[src/riscv_mem_pkg.sv]
//////////////////////////////
// memory front end types
// shared by fetch unit, load/store port and wishbone biu
//////////////////////////////
package riscv_mem_pkg;

  //////////////////////////////
  // basic widths
  //////////////////////////////

  // data word, also one instruction parcel
  typedef logic [31:0] word_t;

  // physical address, upper bits zero when PLEN < 32
  typedef logic [31:0] addr_t;

  // transfer size code
  typedef logic [1:0] size_t;

  localparam size_t SIZE_BYTE = 2'b00;
  localparam size_t SIZE_HALF = 2'b01;
  localparam size_t SIZE_WORD = 2'b10;

  //////////////////////////////
  // biu handshake
  //////////////////////////////

  // request from a requester into the biu
  // fields stay stable while stb is high
  typedef struct packed {
    logic  stb;
    logic  we;
    addr_t adr;
    size_t size;
    word_t di;
  } biu_req_t;

  // response from the biu back to one requester
  typedef struct packed {
    // request taken this cycle
    logic  stb_ack;
    // one per data word
    logic  ack;
    logic  err;
    // address belonging to dout
    addr_t adro;
    word_t dout;
  } biu_rsp_t;

  //////////////////////////////
  // arbiter
  //////////////////////////////

  // bus owner of the current wishbone cycle
  typedef enum logic [1:0] {
    ARB_IDLE,
    ARB_FETCH,
    ARB_DATA
  } arb_state_t;

endpackage
[src/riscv_mem_top.sv]
`timescale 1ns/1ps
//////////////////////////////
// memory front end top
//////////////////////////////
module riscv_mem_top #(
  parameter int XLEN = 32,
  parameter int PLEN = 32
) (
  input  logic                 clk,
  input  logic                 rstn,

  // fetch
  input  logic                 if_stall,
  input  logic                 if_flush,
  input  riscv_mem_pkg::addr_t if_nxt_pc,
  output logic                 if_stall_nxt_pc,
  output riscv_mem_pkg::addr_t if_parcel_pc,
  output riscv_mem_pkg::word_t if_parcel,
  output logic                 if_parcel_valid,
  output logic                 if_parcel_misaligned,

  // load/store
  input  logic                 mem_req,
  input  logic                 mem_we,
  input  riscv_mem_pkg::size_t mem_size,
  input  riscv_mem_pkg::addr_t mem_adr,
  input  riscv_mem_pkg::word_t mem_d,
  output logic                 mem_rdy,
  output riscv_mem_pkg::word_t mem_q,
  output logic                 mem_ack,
  output logic                 mem_err,

  // wishbone
  output logic                 wb_cyc,
  output logic                 wb_stb,
  output logic                 wb_we,
  output riscv_mem_pkg::addr_t wb_adr,
  output logic [3:0]           wb_sel,
  output riscv_mem_pkg::word_t wb_dat_o,
  input  riscv_mem_pkg::word_t wb_dat_i,
  input  logic                 wb_ack,
  input  logic                 wb_err
);
  import riscv_mem_pkg::*;

  biu_req_t if_biu_req;
  biu_rsp_t if_biu_rsp;
  biu_req_t dm_biu_req;
  biu_rsp_t dm_biu_rsp;

  riscv_noicache_core #(.XLEN(XLEN), .PLEN(PLEN)) u_fetch (
    .clk                  (clk),
    .rstn                 (rstn),
    .if_stall             (if_stall),
    .if_flush             (if_flush),
    .if_nxt_pc            (if_nxt_pc),
    .if_stall_nxt_pc      (if_stall_nxt_pc),
    .if_parcel_pc         (if_parcel_pc),
    .if_parcel            (if_parcel),
    .if_parcel_valid      (if_parcel_valid),
    .if_parcel_misaligned (if_parcel_misaligned),
    .if_biu_req           (if_biu_req),
    .if_biu_rsp           (if_biu_rsp)
  );

  riscv_dmem_port #(.XLEN(XLEN), .PLEN(PLEN)) u_dmem (
    .clk        (clk),
    .rstn       (rstn),
    .mem_req    (mem_req),
    .mem_we     (mem_we),
    .mem_size   (mem_size),
    .mem_adr    (mem_adr),
    .mem_d      (mem_d),
    .mem_rdy    (mem_rdy),
    .mem_q      (mem_q),
    .mem_ack    (mem_ack),
    .mem_err    (mem_err),
    .dm_biu_req (dm_biu_req),
    .dm_biu_rsp (dm_biu_rsp)
  );

  riscv_biu_wb #(.XLEN(XLEN), .PLEN(PLEN)) u_biu (
    .clk        (clk),
    .rstn       (rstn),
    .if_biu_req (if_biu_req),
    .if_biu_rsp (if_biu_rsp),
    .dm_biu_req (dm_biu_req),
    .dm_biu_rsp (dm_biu_rsp),
    .wb_cyc     (wb_cyc),
    .wb_stb     (wb_stb),
    .wb_we      (wb_we),
    .wb_adr     (wb_adr),
    .wb_sel     (wb_sel),
    .wb_dat_o   (wb_dat_o),
    .wb_dat_i   (wb_dat_i),
    .wb_ack     (wb_ack),
    .wb_err     (wb_err)
  );

endmodule

[src/riscv_biu_wb.sv]
`timescale 1ns/1ps
//////////////////////////////
// wishbone classic biu
// fetch/data arbitration, data side wins
//////////////////////////////
module riscv_biu_wb #(
  parameter int XLEN = 32,
  parameter int PLEN = 32
) (
  input  logic                    clk,
  input  logic                    rstn,

  // requesters
  input  riscv_mem_pkg::biu_req_t if_biu_req,
  output riscv_mem_pkg::biu_rsp_t if_biu_rsp,
  input  riscv_mem_pkg::biu_req_t dm_biu_req,
  output riscv_mem_pkg::biu_rsp_t dm_biu_rsp,

  // wishbone master
  output logic                    wb_cyc,
  output logic                    wb_stb,
  output logic                    wb_we,
  output riscv_mem_pkg::addr_t    wb_adr,
  output logic [3:0]              wb_sel,
  output riscv_mem_pkg::word_t    wb_dat_o,
  input  riscv_mem_pkg::word_t    wb_dat_i,
  input  logic                    wb_ack,
  input  logic                    wb_err
);
  import riscv_mem_pkg::*;

  localparam int OFS_BITS = $clog2(XLEN/8);

  arb_state_t state;
  logic       grant_dm;
  logic       grant_if;
  logic       done;
  biu_req_t   sel_req;
  logic [3:0] sel_nxt;
  addr_t      lat_adr;

  //////////////////////////////
  // arbitration
  //////////////////////////////

  assign grant_dm = (state == ARB_IDLE) & dm_biu_req.stb;
  assign grant_if = (state == ARB_IDLE) & if_biu_req.stb & ~dm_biu_req.stb;
  assign sel_req  = dm_biu_req.stb ? dm_biu_req : if_biu_req;
  assign done     = wb_ack | wb_err;

  // byte enables from size and low address bits
  always_comb begin
    case (sel_req.size)
      SIZE_BYTE: sel_nxt = 4'b0001 << sel_req.adr[OFS_BITS-1:0];
      SIZE_HALF: sel_nxt = 4'b0011 << {sel_req.adr[OFS_BITS-1:1], 1'b0};
      default:   sel_nxt = 4'b1111;
    endcase
  end

  // cyc/stb rise the cycle after the grant, drop after ack or err
  always_ff @(posedge clk or negedge rstn) begin
    if (!rstn) begin
      state  <= ARB_IDLE;
      wb_cyc <= 1'b0;
      wb_stb <= 1'b0;
    end else begin
      case (state)
        ARB_IDLE: begin
          if (grant_dm || grant_if) begin
            state  <= grant_dm ? ARB_DATA : ARB_FETCH;
            wb_cyc <= 1'b1;
            wb_stb <= 1'b1;
          end
        end
        ARB_FETCH, ARB_DATA: begin
          // back through idle so cyc stays low at least one cycle
          if (done) begin
            state  <= ARB_IDLE;
            wb_cyc <= 1'b0;
            wb_stb <= 1'b0;
          end
        end
        default: state <= ARB_IDLE;
      endcase
    end
  end

  // granted request, held for the whole cycle
  always_ff @(posedge clk) begin
    if (grant_dm || grant_if) begin
      lat_adr  <= sel_req.adr;
      wb_we    <= sel_req.we;
      wb_sel   <= sel_nxt;
      // store data into its byte lanes
      wb_dat_o <= sel_req.di << {sel_req.adr[OFS_BITS-1:0], 3'b000};
    end
  end

  // word address on the bus, lanes picked by wb_sel
  assign wb_adr = addr_t'({lat_adr[PLEN-1:OFS_BITS], {OFS_BITS{1'b0}}});

  //////////////////////////////
  // responses
  //////////////////////////////

  assign if_biu_rsp.stb_ack = grant_if;
  assign if_biu_rsp.ack     = (state == ARB_FETCH) & wb_ack;
  assign if_biu_rsp.err     = (state == ARB_FETCH) & wb_err;
  assign if_biu_rsp.adro    = lat_adr;
  assign if_biu_rsp.dout    = wb_dat_i;

  assign dm_biu_rsp.stb_ack = grant_dm;
  assign dm_biu_rsp.ack     = (state == ARB_DATA) & wb_ack;
  assign dm_biu_rsp.err     = (state == ARB_DATA) & wb_err;
  assign dm_biu_rsp.adro    = lat_adr;
  assign dm_biu_rsp.dout    = wb_dat_i;

  // slave answers only inside a cycle, never ack and err together
  a_rsp_in_cyc: assert property (@(posedge clk) disable iff (!rstn)
    done |-> wb_cyc && !(wb_ack && wb_err));

  // slave wait states must not disturb the address
  a_adr_stable: assert property (@(posedge clk) disable iff (!rstn)
    wb_cyc && !done |=> $stable(wb_adr));

endmodule

[src/riscv_dmem_port.sv]
`timescale 1ns/1ps
//////////////////////////////
// load/store port
// alignment check, request hold, load data register
//////////////////////////////
module riscv_dmem_port #(
  parameter int XLEN = 32,
  parameter int PLEN = 32
) (
  input  logic                    clk,
  input  logic                    rstn,

  // data stage side
  input  logic                    mem_req,
  input  logic                    mem_we,
  input  riscv_mem_pkg::size_t    mem_size,
  input  riscv_mem_pkg::addr_t    mem_adr,
  input  riscv_mem_pkg::word_t    mem_d,
  output logic                    mem_rdy,
  output riscv_mem_pkg::word_t    mem_q,
  output logic                    mem_ack,
  output logic                    mem_err,

  // biu side
  output riscv_mem_pkg::biu_req_t dm_biu_req,
  input  riscv_mem_pkg::biu_rsp_t dm_biu_rsp
);
  import riscv_mem_pkg::*;

  localparam int    OFS_BITS = $clog2(XLEN/8);
  localparam addr_t ADR_MASK = addr_t'({PLEN{1'b1}});

  logic  busy;
  logic  req_stb;
  logic  misaligned;
  logic  accept;

  // held request payload
  logic  req_we;
  size_t req_size;
  addr_t req_adr;
  word_t req_dat;

  // half on odd byte, word off the word boundary, unknown size
  always_comb begin
    case (mem_size)
      SIZE_BYTE: misaligned = 1'b0;
      SIZE_HALF: misaligned = mem_adr[0];
      SIZE_WORD: misaligned = |mem_adr[OFS_BITS-1:0];
      default:   misaligned = 1'b1;
    endcase
  end

  assign mem_rdy = ~busy;
  assign accept  = mem_req & mem_rdy;

  //////////////////////////////
  // control
  //////////////////////////////

  always_ff @(posedge clk or negedge rstn) begin
    if (!rstn) begin
      busy    <= 1'b0;
      req_stb <= 1'b0;
      mem_ack <= 1'b0;
      mem_err <= 1'b0;
    end else begin
      if (accept && !misaligned) begin
        busy    <= 1'b1;
        req_stb <= 1'b1;
      end else begin
        if (dm_biu_rsp.stb_ack) req_stb <= 1'b0;
        if (dm_biu_rsp.ack || dm_biu_rsp.err) busy <= 1'b0;
      end
      mem_ack <= dm_biu_rsp.ack;
      // misaligned access answers without touching the bus
      mem_err <= dm_biu_rsp.err | (accept & misaligned);
    end
  end

  // payload
  always_ff @(posedge clk) begin
    if (accept) begin
      req_we   <= mem_we;
      req_size <= mem_size;
      req_adr  <= mem_adr & ADR_MASK;
      req_dat  <= mem_d;
    end
    // loaded bytes moved down to bit 0
    if (dm_biu_rsp.ack && !req_we) begin
      mem_q <= dm_biu_rsp.dout >> {dm_biu_rsp.adro[OFS_BITS-1:0], 3'b000};
    end
  end

  assign dm_biu_req.stb  = req_stb;
  assign dm_biu_req.we   = req_we;
  assign dm_biu_req.adr  = req_adr;
  assign dm_biu_req.size = req_size;
  assign dm_biu_req.di   = req_dat;

  // bus err and local misalign err share mem_err, never with ack
  a_ack_err_excl: assert property (@(posedge clk) disable iff (!rstn)
    !(mem_ack && mem_err));

endmodule

[src/riscv_noicache_core.sv]
`timescale 1ns/1ps
//////////////////////////////
// uncached instruction fetch
// word requests toward the biu, 3-entry parcel queue
//////////////////////////////
module riscv_noicache_core #(
  parameter int XLEN = 32,
  parameter int PLEN = 32
) (
  input  logic                    clk,
  input  logic                    rstn,

  // cpu side
  input  logic                    if_stall,
  input  logic                    if_flush,
  input  riscv_mem_pkg::addr_t    if_nxt_pc,
  output logic                    if_stall_nxt_pc,
  output riscv_mem_pkg::addr_t    if_parcel_pc,
  output riscv_mem_pkg::word_t    if_parcel,
  output logic                    if_parcel_valid,
  output logic                    if_parcel_misaligned,

  // biu side
  output riscv_mem_pkg::biu_req_t if_biu_req,
  input  riscv_mem_pkg::biu_rsp_t if_biu_rsp
);
  import riscv_mem_pkg::*;

  // byte offset bits inside one word
  localparam int    OFS_BITS = $clog2(XLEN/8);
  localparam addr_t ADR_MASK = addr_t'({PLEN{1'b1}});

  // one queue slot, address and data of a parcel
  typedef struct packed {
    addr_t adr;
    word_t dat;
  } parcel_t;

  parcel_t    q_mem [3];
  logic [1:0] q_cnt;
  logic [1:0] wr_idx;

  // requests taken by the biu, not yet answered
  logic [1:0] req_cnt;
  // of those, how many were issued before a flush
  logic [1:0] kill_cnt;

  logic       flush_dly;
  logic       room;
  logic       issue;
  logic       rsp_any;
  logic       push;
  logic       pop;

  //////////////////////////////
  // request side
  //////////////////////////////

  // every queued or outstanding parcel holds one slot
  assign room = ({1'b0, req_cnt} + {1'b0, q_cnt}) < 3'd3;

  assign if_biu_req.stb  = ~if_flush & room;
  assign if_biu_req.we   = 1'b0;
  assign if_biu_req.adr  = if_nxt_pc & ADR_MASK;
  assign if_biu_req.size = SIZE_WORD;
  assign if_biu_req.di   = '0;

  assign issue   = if_biu_req.stb & if_biu_rsp.stb_ack;
  assign rsp_any = if_biu_rsp.ack | if_biu_rsp.err;

  // cpu holds if_nxt_pc until the biu takes it
  assign if_stall_nxt_pc = ~if_biu_rsp.stb_ack | ~room;

  // flush keeps parcels hidden one cycle longer
  always_ff @(posedge clk or negedge rstn) begin
    if (!rstn) begin
      flush_dly <= 1'b0;
    end else begin
      flush_dly <= if_flush;
    end
  end

  always_ff @(posedge clk or negedge rstn) begin
    if (!rstn) begin
      req_cnt <= 2'd0;
    end else begin
      req_cnt <= req_cnt + {1'b0, issue} - {1'b0, rsp_any};
    end
  end

  // everything still on the bus at flush time gets dropped on return
  always_ff @(posedge clk or negedge rstn) begin
    if (!rstn) begin
      kill_cnt <= 2'd0;
    end else if (if_flush) begin
      kill_cnt <= req_cnt - {1'b0, rsp_any};
    end else if (rsp_any && kill_cnt != 2'd0) begin
      kill_cnt <= kill_cnt - 2'd1;
    end
  end

  //////////////////////////////
  // parcel queue
  //////////////////////////////

  // error responses never enter the queue
  assign push = if_biu_rsp.ack & (kill_cnt == 2'd0) & ~if_flush;
  assign pop  = if_parcel_valid;

  // slot 0 is the head, write lands after the survivors
  assign wr_idx = q_cnt - {1'b0, pop};

  always_ff @(posedge clk or negedge rstn) begin
    if (!rstn) begin
      q_cnt <= 2'd0;
    end else if (if_flush) begin
      q_cnt <= 2'd0;
    end else begin
      q_cnt <= wr_idx + {1'b0, push};
    end
  end

  // shift on read, the write below wins on the same slot
  always_ff @(posedge clk) begin
    if (pop) begin
      q_mem[0] <= q_mem[1];
      q_mem[1] <= q_mem[2];
    end
    if (push) begin
      q_mem[wr_idx] <= '{adr: if_biu_rsp.adro, dat: if_biu_rsp.dout};
    end
  end

  // to cpu
  assign if_parcel_valid = (q_cnt != 2'd0) & ~if_stall & ~if_flush & ~flush_dly;
  assign if_parcel_pc    = q_mem[0].adr;
  assign if_parcel       = q_mem[0].dat;
  // no compressed parcels, any low bit set is misaligned
  assign if_parcel_misaligned = |q_mem[0].adr[OFS_BITS-1:0];

  // credit count must keep a free slot for every returning parcel
  a_q_no_overflow: assert property (@(posedge clk) disable iff (!rstn)
    push |-> wr_idx != 2'd3);

endmodule

[config.mk]
export PLATFORM = sky130hd
export DESIGN_NAME = riscv_mem_top
export DESIGN_NICKNAME = d
export VERILOG_FILES = /design/src/riscv_mem_pkg.sv /design/src/riscv_mem_top.sv /design/src/riscv_biu_wb.sv /design/src/riscv_dmem_port.sv /design/src/riscv_noicache_core.sv
export SDC_FILE = /design/constraint.sdc
export NUM_CORES = 1
export LEC_CHECK = 0
export CORE_MARGIN = 2
export CORE_UTILIZATION = 50
export CTS_BUF_LIST = sky130_fd_sc_hd__clkbuf_8
export CTS_CLUSTER_SIZE = 10
export DETAILED_ROUTE_END_ITERATION = 10
export DONT_BUFFER_PORTS = 1
export PLACE_DENSITY = 0.74
export SKIP_CTS_REPAIR_TIMING = 1
export SYNTH_ARGS = -nofsm -noshare
export SYNTH_HDL_FRONTEND = slang
export SYNTH_SLANG_ARGS = --single-unit
[constraint.sdc]
create_clock -name clk -period 7 [get_ports clk]
set_input_delay 1.4 -clock clk [delete_from_list [all_inputs] [get_ports clk]]
set_output_delay 1.4 -clock clk [all_outputs]
set_load 0.05 [all_outputs]
## After elaboration in Yosys (flattened, before gate mapping)

Memory sizes are Yosys's and may differ from the RTL's.
Cells that the tools add are included.

| cells by class | value |
|---|---|
| $add $sub $neg | 7 |
| $mul | 0 |
| divide/modulo/power cells | 0 |
| $lt $le $gt $ge | 1 |
| equality and inequality tests | 7 |
| shift-type cells | 4 |
| multiplexer cells | 21 |
| bitwise operators | 27 |
| reductions and logical operators | 22 |

Operator list:

| cell | number |
|---|---|
| two-way mux 66 bit | 1 |
| << shifter 32 x 5 -> 32 bit | 1 |
| right shift 32 x 5 -> 32 bit | 1 |
| AND 1 bit | 16 |
| two-way mux 2 bit | 6 |
| nonzero test 2 bit | 6 |
| two-way mux 1 bit | 10 |
| zero test 2 bit | 4 |
| one-hot mux 4 bit (2 select lines) | 1 |
| inverter 1 bit | 7 |
| == test 2 x 1 -> 1 bit, second input constant | 3 |
| OR reduction 2 bit | 3 |
| subtractor 2 x 1 -> 2 bit | 3 |
| adder 2 x 1 -> 2 bit | 2 |
| == test 2 bit, second input constant | 2 |
| bitwise OR 1 bit | 4 |
| one-hot mux 2 bit (2 select lines) | 1 |
| << shifter 1 x 2 -> 4 bit, first input constant | 1 |
| << shifter 2 x 2 -> 4 bit, first input constant | 1 |
| adder 2 x 2 -> 3 bit | 1 |
| logical AND 1 bit | 3 |
| less-than comparator 3 x 2 -> 1 bit, second input constant | 1 |
| one-hot mux 1 bit (3 select lines) | 1 |
| AND reduction 3 bit | 1 |
| 7 further kinds | 9 |

| word-level totals | value |
|---|---|
| register bits after elaboration | 182 |
| latch bits | 0 |
| RAM bits | 192 |
| ROM bits | 0 |
| memories | 1 |

Memory list:

| name | words | bits a word | read ports | clocked after memory_dff | wr ports | line | text |
|---|---|---|---|---|---|---|---|
| u_fetch.q_mem | 3 | 64 | 3 | 0 | 3 | riscv_noicache_core.sv:39 | `parcel_t q_mem [3];` |

## Longest topological paths before layout

Gate-level depths: netlist of the first run.

| logic depth | value |
|---|---|
| word-level depth | 8 |
| depth in mapped cells | 8 |

## Modules after synthesis

A second synthesis of the first run with hierarchy kept.

| unflattened totals | value |
|---|---|
| cell total of the unflattened synthesis | 1,044 |
| area, all modules | 16,976.3 um2 |

By module, submodules not included:

| module | times used | cells an instance | area each (um2) | sequential area each (um2) |
|---|---|---|---|---|
| riscv_noicache_core | 1 | 454 | 8,569.5 | 5,940.7 |
| riscv_biu_wb | 1 | 391 | 4,712.0 | 2,147.1 |
| riscv_dmem_port | 1 | 199 | 3,694.8 | 3,072.9 |

## Worst setup path after synthesis of the first run

Ideal clock, no wire load.

| timing | value |
|---|---|
| kind | input-to-reg |
| start | input port if_stall |
| end | memory u_fetch.q_mem[2][0] in the netlist's numbering, enable pin |
| arrival | 8.019 ns |
| data required time | 6.435 ns |
| setup slack | -1.584 ns |
| cell stages on the path | 4 |
| path buffers | 0 |
| cell sequence | nor4_1 -> ha_1 -> xnor2_1 -> nor3_1 |

RTL lines:

| what | line | text |
|---|---|---|
| from (decl) | riscv_mem_top.sv:13 | `input logic if_stall,` |
| to (decl) | riscv_noicache_core.sv:39 |  |

## Worst setup path in the final report of the first run

| timing | value |
|---|---|
| start | register u_fetch.q_cnt[0] |
| end | output port if_stall_nxt_pc |

| on the way | value |
|---|---|
| longest elaborated chain between the ends | 7 |
| elaborated cells between the ends (all ways) | 8 |
| classes of those cells | add/sub (1); order compare (1); bitwise (6) |

RTL lines:

| what | line | text |
|---|---|---|
| from (decl) | riscv_noicache_core.sv:40 | `logic [1:0] q_cnt;` |
| from (signal assigned) | riscv_noicache_core.sv:119 | `q_cnt <= wr_idx + {1'b0, push};` |
| adder 2 x 2 -> 3 bit (*) | riscv_noicache_core.sv:60 | `assign room = ({1'b0, req_cnt} + {1'b0, q_cnt}) < 3'd3;` |
| less-than comparator 3 x 2 -> 1 bit (*) | riscv_noicache_core.sv:60 |  |
| AND 1 bit | riscv_noicache_core.sv:62 | `assign if_biu_req.stb = ~if_flush & room;` |
| AND 1 bit (2 in series) | riscv_biu_wb.sv:47 | `assign grant_if = (state == ARB_IDLE) & if_biu_req.stb & ~dm_biu_req.stb;` |
| inverter 1 bit | riscv_noicache_core.sv:72 | `assign if_stall_nxt_pc = ~if_biu_rsp.stb_ack \| ~room;` |
| bitwise OR 1 bit (*) | riscv_noicache_core.sv:72 |  |
| to (decl) | riscv_mem_top.sv:16 | `output logic if_stall_nxt_pc,` |

Mark *: on every way between the ends. The rest lies on a longest branch, timed or not.

==> results by group, run 1 <==
Synthesis
  • XOR/XNOR Fraction of Synth Area: 0.00283
  • Dominant cells by area after synthesis: edfxtp_1, mux2_4, mux2_2
  • Main combinational cell family by area after synthesis: multiplexers
  • Most common cell in the netlist: edfxtp_1
  • Seq cells post-synth: 374
  • Ys Warns: 0
  • Yosys top cell area share: 0.699
  • Simple-gate share of the synthesized area: 0.0369
  • Synth Area in Compound Gates: 0.0292
  • Main synth FF type: edfxtp_1
  • Adder-Cell Fraction of Synth Area: 0.00858
  • Mapped Area: 15500 um^2
  • Syn Area/Cell: 18.3 um^2
  • Seq/Total Area, Yosys: 0.722
  • Post-synth top cells: edfxtp_1, mux2_4, mux2_2, buf_4, nor2_1
  • Multiplexer area fraction after synthesis: 0.162
  • Syn Inst Count: 845
  • Ys async rst share: 0.0374
  • Post-synth EDFFs: 360
  • Synth cell types: 46
  • Synth area leader: edfxtp_1

Finish
  • Layout cells sized above 1: 0.287
  • Design area: 16700 um^2
  • Layout Area Growth over Synthesis: 8.03%
  • Fill cell count: 2311
  • FF/Latch Area: 11200 um^2
  • Number of diodes: 0
  • Number of nets in the final layout: 997
  • Area occupied by multi-input gates: 3770 um^2

Global routing
  • GR Util All Layers: 0.179
  • Grt met3 use: 0.0634
  • Gr ovfl total: 0
  • Met2 usage: 0.294
  • Initial antenna violation count: 1
  • Met1 Usage GRT: 0.225
  • Vias in the first global route: 7223
  • First-pass GRT wire length: 44800 um
  • Pin count of the biggest net entering global routing: 65
  • GR peak layer: met2

Floorplanning
  • FP Rows: 64
  • Die X-Extent: 180 um
  • Top Ports: 311
  • Starting density of the core: 0.507
  • Core area: 30500 um^2
  • Die height: 180 um
  • Full die area: 32300 um^2

Clocking
  • Max H-tree Level: 2
  • CTS clock-pin slew for the worst setup and hold paths: 0.06 ns
  • Maximum clock path buffer count: 3
  • Clock Latency Late Sink: 0.60 ns
  • Clock sink total: 374
  • CTS tree: built
  • TritonCTS Buffers: 60
  • Clock tree root driver cell: clkbuf_8

Placed design
  • I/O Buffers: 0
  • Post-detail-place hpwl: 19400 um
  • Area after DPL: 15600 um^2
  • GPL Wtd Cong: 0.792

Pwr
  • Maximum vdd ir drop: 0.276 mV
  • LEAKAGE: 6.01 nW
  • Pwr Density: 377 nW/um^2

STA
  • Final Hold Fails: 0
  • Relative slew slack: 0.236
  • Slew Viols, Final: 0
  • Unrepaired setup endpoints after global routing: false
  • FMAX: 245 MHz
  • Minimum clock period: 4.08 ns
  • Slew at the pin with the worst max-slew slack: 1.15 ns
  • Final period util: 0.583
  • Setup_tns: 0 ns
  • Setup-failing EPs final: 0
  • Final Skew: 0.0318 ns

Drt
  • Vias per inst: 5.47
  • Pre-Repair DR Iteration Count: 4
  • Routed via count: 7054
  • Post-DRT Antenna Nets: 0
  • Total routed wirelength: 29800 um
  • WL/cell: 23.1 um
  • # DRC: 0
  • DRT iter0 DRCs: 443

Critical path
  • Crit path DAT: 2.68 ns
  • Crit end category: output pin
  • Reg-to-reg setup timing slack: 3.80 ns
  • CP Launch Type: flip-flop
  • Worst-path fanout max: 3
  • Setup CP Type: reg2out
  • WP data required: 5.60 ns

Worst hold path
  • Min-Delay Path Class: in2async

Run status
  • Status: completed

Job
  • Max-Cap Viols: 0
[layout make-up]
class / count / area share
repair buffers: 10 / 0.00472
clock buffers: 62 / 0.0511
well taps: 396 / 0.0297
inverters: 19 / 0.00427
flip-flops and latches: 374 / 0.668
multi-input cells: 384 / 0.226
clock inverters: 44 / 0.0160
[where the power goes]
part	internal [mW]	leakage, nW	switching (mW)	total, mW
combinational	0.269	1.89	0.513	0.781
sequential	2.91	3.48	0.850	3.76
clock	0.927	0.649	0.833	1.76
total	4.10	6.01	2.20	6.30
[through the flow]
step / hold WS (ns) / utilization / setup WS, ns / std cells / total power [mW]
final: 0.506 / 0.547 / 2.92 / 1289 / 6.30
after global routing: 0.473 / 0.547 / 2.84 / 1289 / 6.57
after CTS: 0.469 / 0.547 / 2.90 / 1289 / 6.37
after detailed placement: 0.530 / 0.511 / 2.71 / 1183 / 4.59
after global placement: 0.522 / 0.511 / 2.79 / 1183 / 4.57
after floorplan: 0.421 / - / 0.378 / 846 / 4.42
[registers in the layout (all words and copies together) (netlist names)]
signal             count
u_fetch.flush_dly      1
u_dmem.req_adr        32
u_dmem.req_we          1
u_dmem.req_stb         1
u_fetch.q_cnt          2
u_dmem.req_dat        32
u_biu.wb_dat_o        32
u_biu.wb_we            1
u_biu.wb_sel           4
u_dmem.req_size        2
u_biu.lat_adr         32
u_biu.wb_stb           1
u_dmem.mem_ack         1
u_dmem.mem_q          32
u_fetch.kill_cnt       2
u_dmem.mem_err         1
u_dmem.busy            1
u_fetch.q_mem        192
u_fetch.req_cnt        2
u_biu.state            2
[worst max-delay path, cell delays in order, from the launching register on]
cell and delay, ns:
dfrtp_1 0.40, ha_1 0.20, fa_1 0.46, a211oi_1 0.45, nand3_1 0.58
[cell usage in the layout, fill, tap and decap left out, drive strengths merged, types with 4 or more instances in the layout]
| cell type | count |
|---|---|
| o21ai | 15 |
| nand2b | 4 |
| nor2 | 33 |
| mux2i | 32 |
| and2 | 17 |
| buf | 10 |
| nor2b | 20 |
| inv | 41 |
| o21a | 7 |
| xnor2 | 4 |
| edfxtp | 360 |
| clkbuf | 62 |
| nand2 | 11 |
| dfrtp | 14 |
| ha | 9 |
| a211oi | 25 |
| clkinv | 19 |
| mux2 | 161 |
| a21oi | 12 |
| and3 | 7 |
[worst paths after layout]
kind / from / end / cells after the start
setup / recovery: u_fetch.q_cnt[0] / if_stall_nxt_pc / 4
hold / removal: rstn / u_dmem.busy / 0
setup reg to reg: u_fetch.q_cnt[1] / u_fetch.q_mem[2][40] / 6
hold reg to reg: u_fetch.q_mem[1][57] / u_fetch.q_mem[0][57] / 1
max in group asynchronous: rstn / u_dmem.req_stb / 0
min in group clk: u_fetch.q_mem[1][57] / u_fetch.q_mem[0][57] / 1
[cells by family after synthesis]
| family | after synthesis |
|---|---|
| buffers and inverters | 88 |
| muxes | 193 |
| other | 1 |
| xor gates and xnor gates | 5 |
| adders and majority gates | 10 |
| and+or+nand+nor | 105 |
| DFF | 374 |
| AOI/OAI and AO/OA | 69 |
[metal layers]
| metal | routed length, um | up-vias | share of wire |
|---|---|---|---|
| met3 | 2770 | 55 | 0.093 |
| met2 | 14500 | 304 | 0.49 |
| met1 | 11900 | 3495 | 0.40 |
| met5 | 13 | - | 0.00044 |
| li1 | - | 3198 | - |
| met4 | 637 | 2 | 0.021 |
Power figures use the tool's default switching activity.
==> run 2, diff against run 1 <==
ABC_AREA = 1   (was unset)
clock period = 4.05 ns   (was 7 ns; I/O delays follow)
==> run 2 against run 1 <==
Routed wire length is 5.9% higher. Cell count increased by 23%. Sequential power up 79%. Non-clock buffer count grew 1. Synthesized cell count grew 38%. Core utilization up 0.23 points. Sequential cell count unchanged.
==> results by group, run 2 <==
Run status
  • Status: completed

Synthesis
  • Yosys top cell area share: 0.713
  • Seq/Total Area, Yosys: 0.736
  • Ys Warns: 0
  • Syn Area/Cell: 13.0 um^2
  • Post-synth EDFFs: 360
  • Most common cell in the netlist: edfxtp_1
  • Synth area leader: edfxtp_1
  • Synth Area in Compound Gates: 0.0918
  • XOR/XNOR Fraction of Synth Area: 0.00281
  • Simple-gate share of the synthesized area: 0.0932
  • Post-synth top cells: edfxtp_1, nand2_1, inv_1, o21ai_1, o21ai_0
  • Seq cells post-synth: 374
  • Multiplexer area fraction after synthesis: 0
  • Main combinational cell family by area after synthesis: simple AND/OR/NAND/NOR gates
  • Ys async rst share: 0.0374
  • Mapped Area: 15200 um^2
  • Main synth FF type: edfxtp_1
  • Syn Inst Count: 1166
  • Adder-Cell Fraction of Synth Area: 0.00875
  • Synth cell types: 29
  • Dominant cells by area after synthesis: edfxtp_1, nand2_1, o21ai_2

Critical path
  • Reg-to-reg setup timing slack: 1.03 ns
  • RR Startpoint: u_fetch.q_cnt[1]
  • Crit path DAT: 2.36 ns
  • Slowest CP cell: fa_1
  • CP Depth: 6
  • CP peak stage delay: 0.48 ns
  • Crit end category: output pin
  • CP top delay family: adder cells
  • Worst-path fanout max: 3
  • CP Capture Point: if_stall_nxt_pc
  • Worst reg2reg path depth: 6
  • CP Launch Type: flip-flop
  • Setup CP Type: reg2out
  • CP Cell Sequence: ha_1 -> fa_1 -> nand2_1 -> nand3_1 -> nor2_1 -> inv_1
  • WP data required: 3.24 ns
  • Critical Path Source: u_fetch.q_cnt[0]
  • Worst R2R End: u_fetch.q_mem[0][19]
  • Critical path buffer and inverter count: 1

STA
  • Setup-failing EPs final: 0
  • Final Hold Fails: 0
  • Final period util: 0.783
  • FMAX: 315 MHz
  • Minimum clock period: 3.17 ns
  • Setup_tns: 0 ns
  • Final Skew: 0.0183 ns
  • Relative slew slack: 0.328
  • Final worst slack: 0.880 ns
  • Slew Viols, Final: 0
  • Slew at the pin with the worst max-slew slack: 1.01 ns
  • Unrepaired setup endpoints after global routing: false

Placed design
  • Placed cells: 1477
  • Post-detail-place hpwl: 21000 um
  • GPL Wtd Cong: 0.920
  • I/O Buffers: 0
  • Pre-CTS setup slack: 0.841 ns
  • Area after DPL: 15200 um^2

Drt
  • Routed via count: 8448
  • Pre-Repair DR Iteration Count: 5
  • Post-DRT Antenna Nets: 0
  • WL/cell: 19.9 um
  • DRT iter0 DRCs: 738
  • Total routed wirelength: 31600 um
  • # DRC: 0
  • Vias per inst: 5.33

Pwr
  • Clock Power Share: 0.269
  • Gate power share: 0.135
  • Pwr Density: 690 nW/um^2
  • Maximum vdd ir drop: 0.595 mV
  • Sw frac: 0.372
  • Switch Pwr: 4.19 mW
  • Sequential share of power: 0.596
  • Internal: 7.08 mW
  • LEAKAGE: 6.23 nW

Finish
  • Layout cells sized above 1: 0.124
  • Number of diodes: 0
  • Fin util: 0.550
  • Most common cell after layout, fill and taps aside: edfxtp_1
  • Design area: 16300 um^2
  • Top reg by flops: u_fetch.q_mem
  • Layout Area Growth over Synthesis: 7.75%
  • Commonest cells after routing, fill and taps aside: edfxtp_1, nand2_1, inv_1, o21ai_1, clkbuf_8
  • Number of nets in the final layout: 1297
  • Largest register FFs: 192
  • Fill cell count: 2319
  • Finished Layout Cells: 1584

Clocking
  • Clock sink total: 374
  • TritonCTS Buffers: 59
  • Clock tree root driver cell: clkbuf_8
  • Max H-tree Level: 2
  • CTS tree: built
  • Clock Latency Late Sink: 0.59 ns
  • Maximum clock path buffer count: 3
  • CTS clock-pin slew for the worst setup and hold paths: 0.06 ns

Floorplanning
  • FP Rows: 63
  • Full die area: 31700 um^2
  • Top Ports: 311
  • Die X-Extent: 178 um
  • Starting density of the core: 0.510
  • Die height: 178 um
  • Core area: 29700 um^2

Worst hold path
  • Min-Delay Path Class: in2reg
  • Hold Crit Start: if_flush

Job
  • Max-Cap Viols: 0

Global routing
  • GR Util All Layers: 0.199
  • Vias in the first global route: 8350
  • Gr ovfl total: 0
  • Initial antenna violation count: 1
  • Pin count of the biggest net entering global routing: 129
  • First-pass GRT wire length: 47900 um
-- run 2: metal layers --
layer	global-route usage	vias to the layer above	share of wire	wire (um)
li1	-	3993	-	-
met4	0.0867	2	0.038	1200
met5	0	-	0.00022	7
met3	0.0814	91	0.12	3940
met1	0.244	3892	0.38	11900
met2	0.310	470	0.46	14500
-- run 2: logic make-up (layout without fill, tap and decap cells) --
group	after synthesis	count (layout)
flops	374	374
simple gates	362	362
other cells	1	2
compound gates	233	233
xor+xnor	4	4
fa+ha+maj	10	10
buf+inv	182	209
-- run 2: how the worst min path moves through the flow --
stage | endpoint | cells after the start | slack [ns]
after floorplan | u_fetch.q_mem[2][33] | 0 | 0.42
after global placement | u_biu.lat_adr[9] | 2 | 0.50
after detailed placement | u_dmem.busy | 0 | 0.51
after CTS | u_biu.state[1] | 0 | -0.13
after global routing | u_fetch.flush_dly | 0 | 0.21
final | u_fetch.flush_dly | 0 | 0.26
-- run 2: layout make-up --
cell class | count | area (um^2) | share of cell area
clock buffer | 63 | 867 | 0.0531
multi-input combinational | 611 | 3090 | 0.189
clock inverter | 43 | 254 | 0.0155
timing repair buffer | 11 | 123 | 0.00751
tap | 390 | 488 | 0.0299
sequential | 374 | 11200 | 0.683
inverter | 92 | 350 | 0.0214
-- run 2: per-stage QoR --
stage          power [mW]  hold slack, ns
2_1_floorplan        7.97           0.424
3_3_place_gp         8.27           0.501
3_5_place_dp         8.32           0.506
4_1_cts              11.4          -0.128
5_1_grt              11.8           0.208
6_report             11.3           0.255
-- run 2: power by group through the flow --
stage	Sequential, mW	Clock, mW	Combinational [mW]
floorplan	6.12	0	1.85
global placement	6.80	0	1.48
detailed placement	6.80	0	1.52
CTS	6.74	3.11	1.52
global route	6.80	3.28	1.73
finish	6.72	3.03	1.52
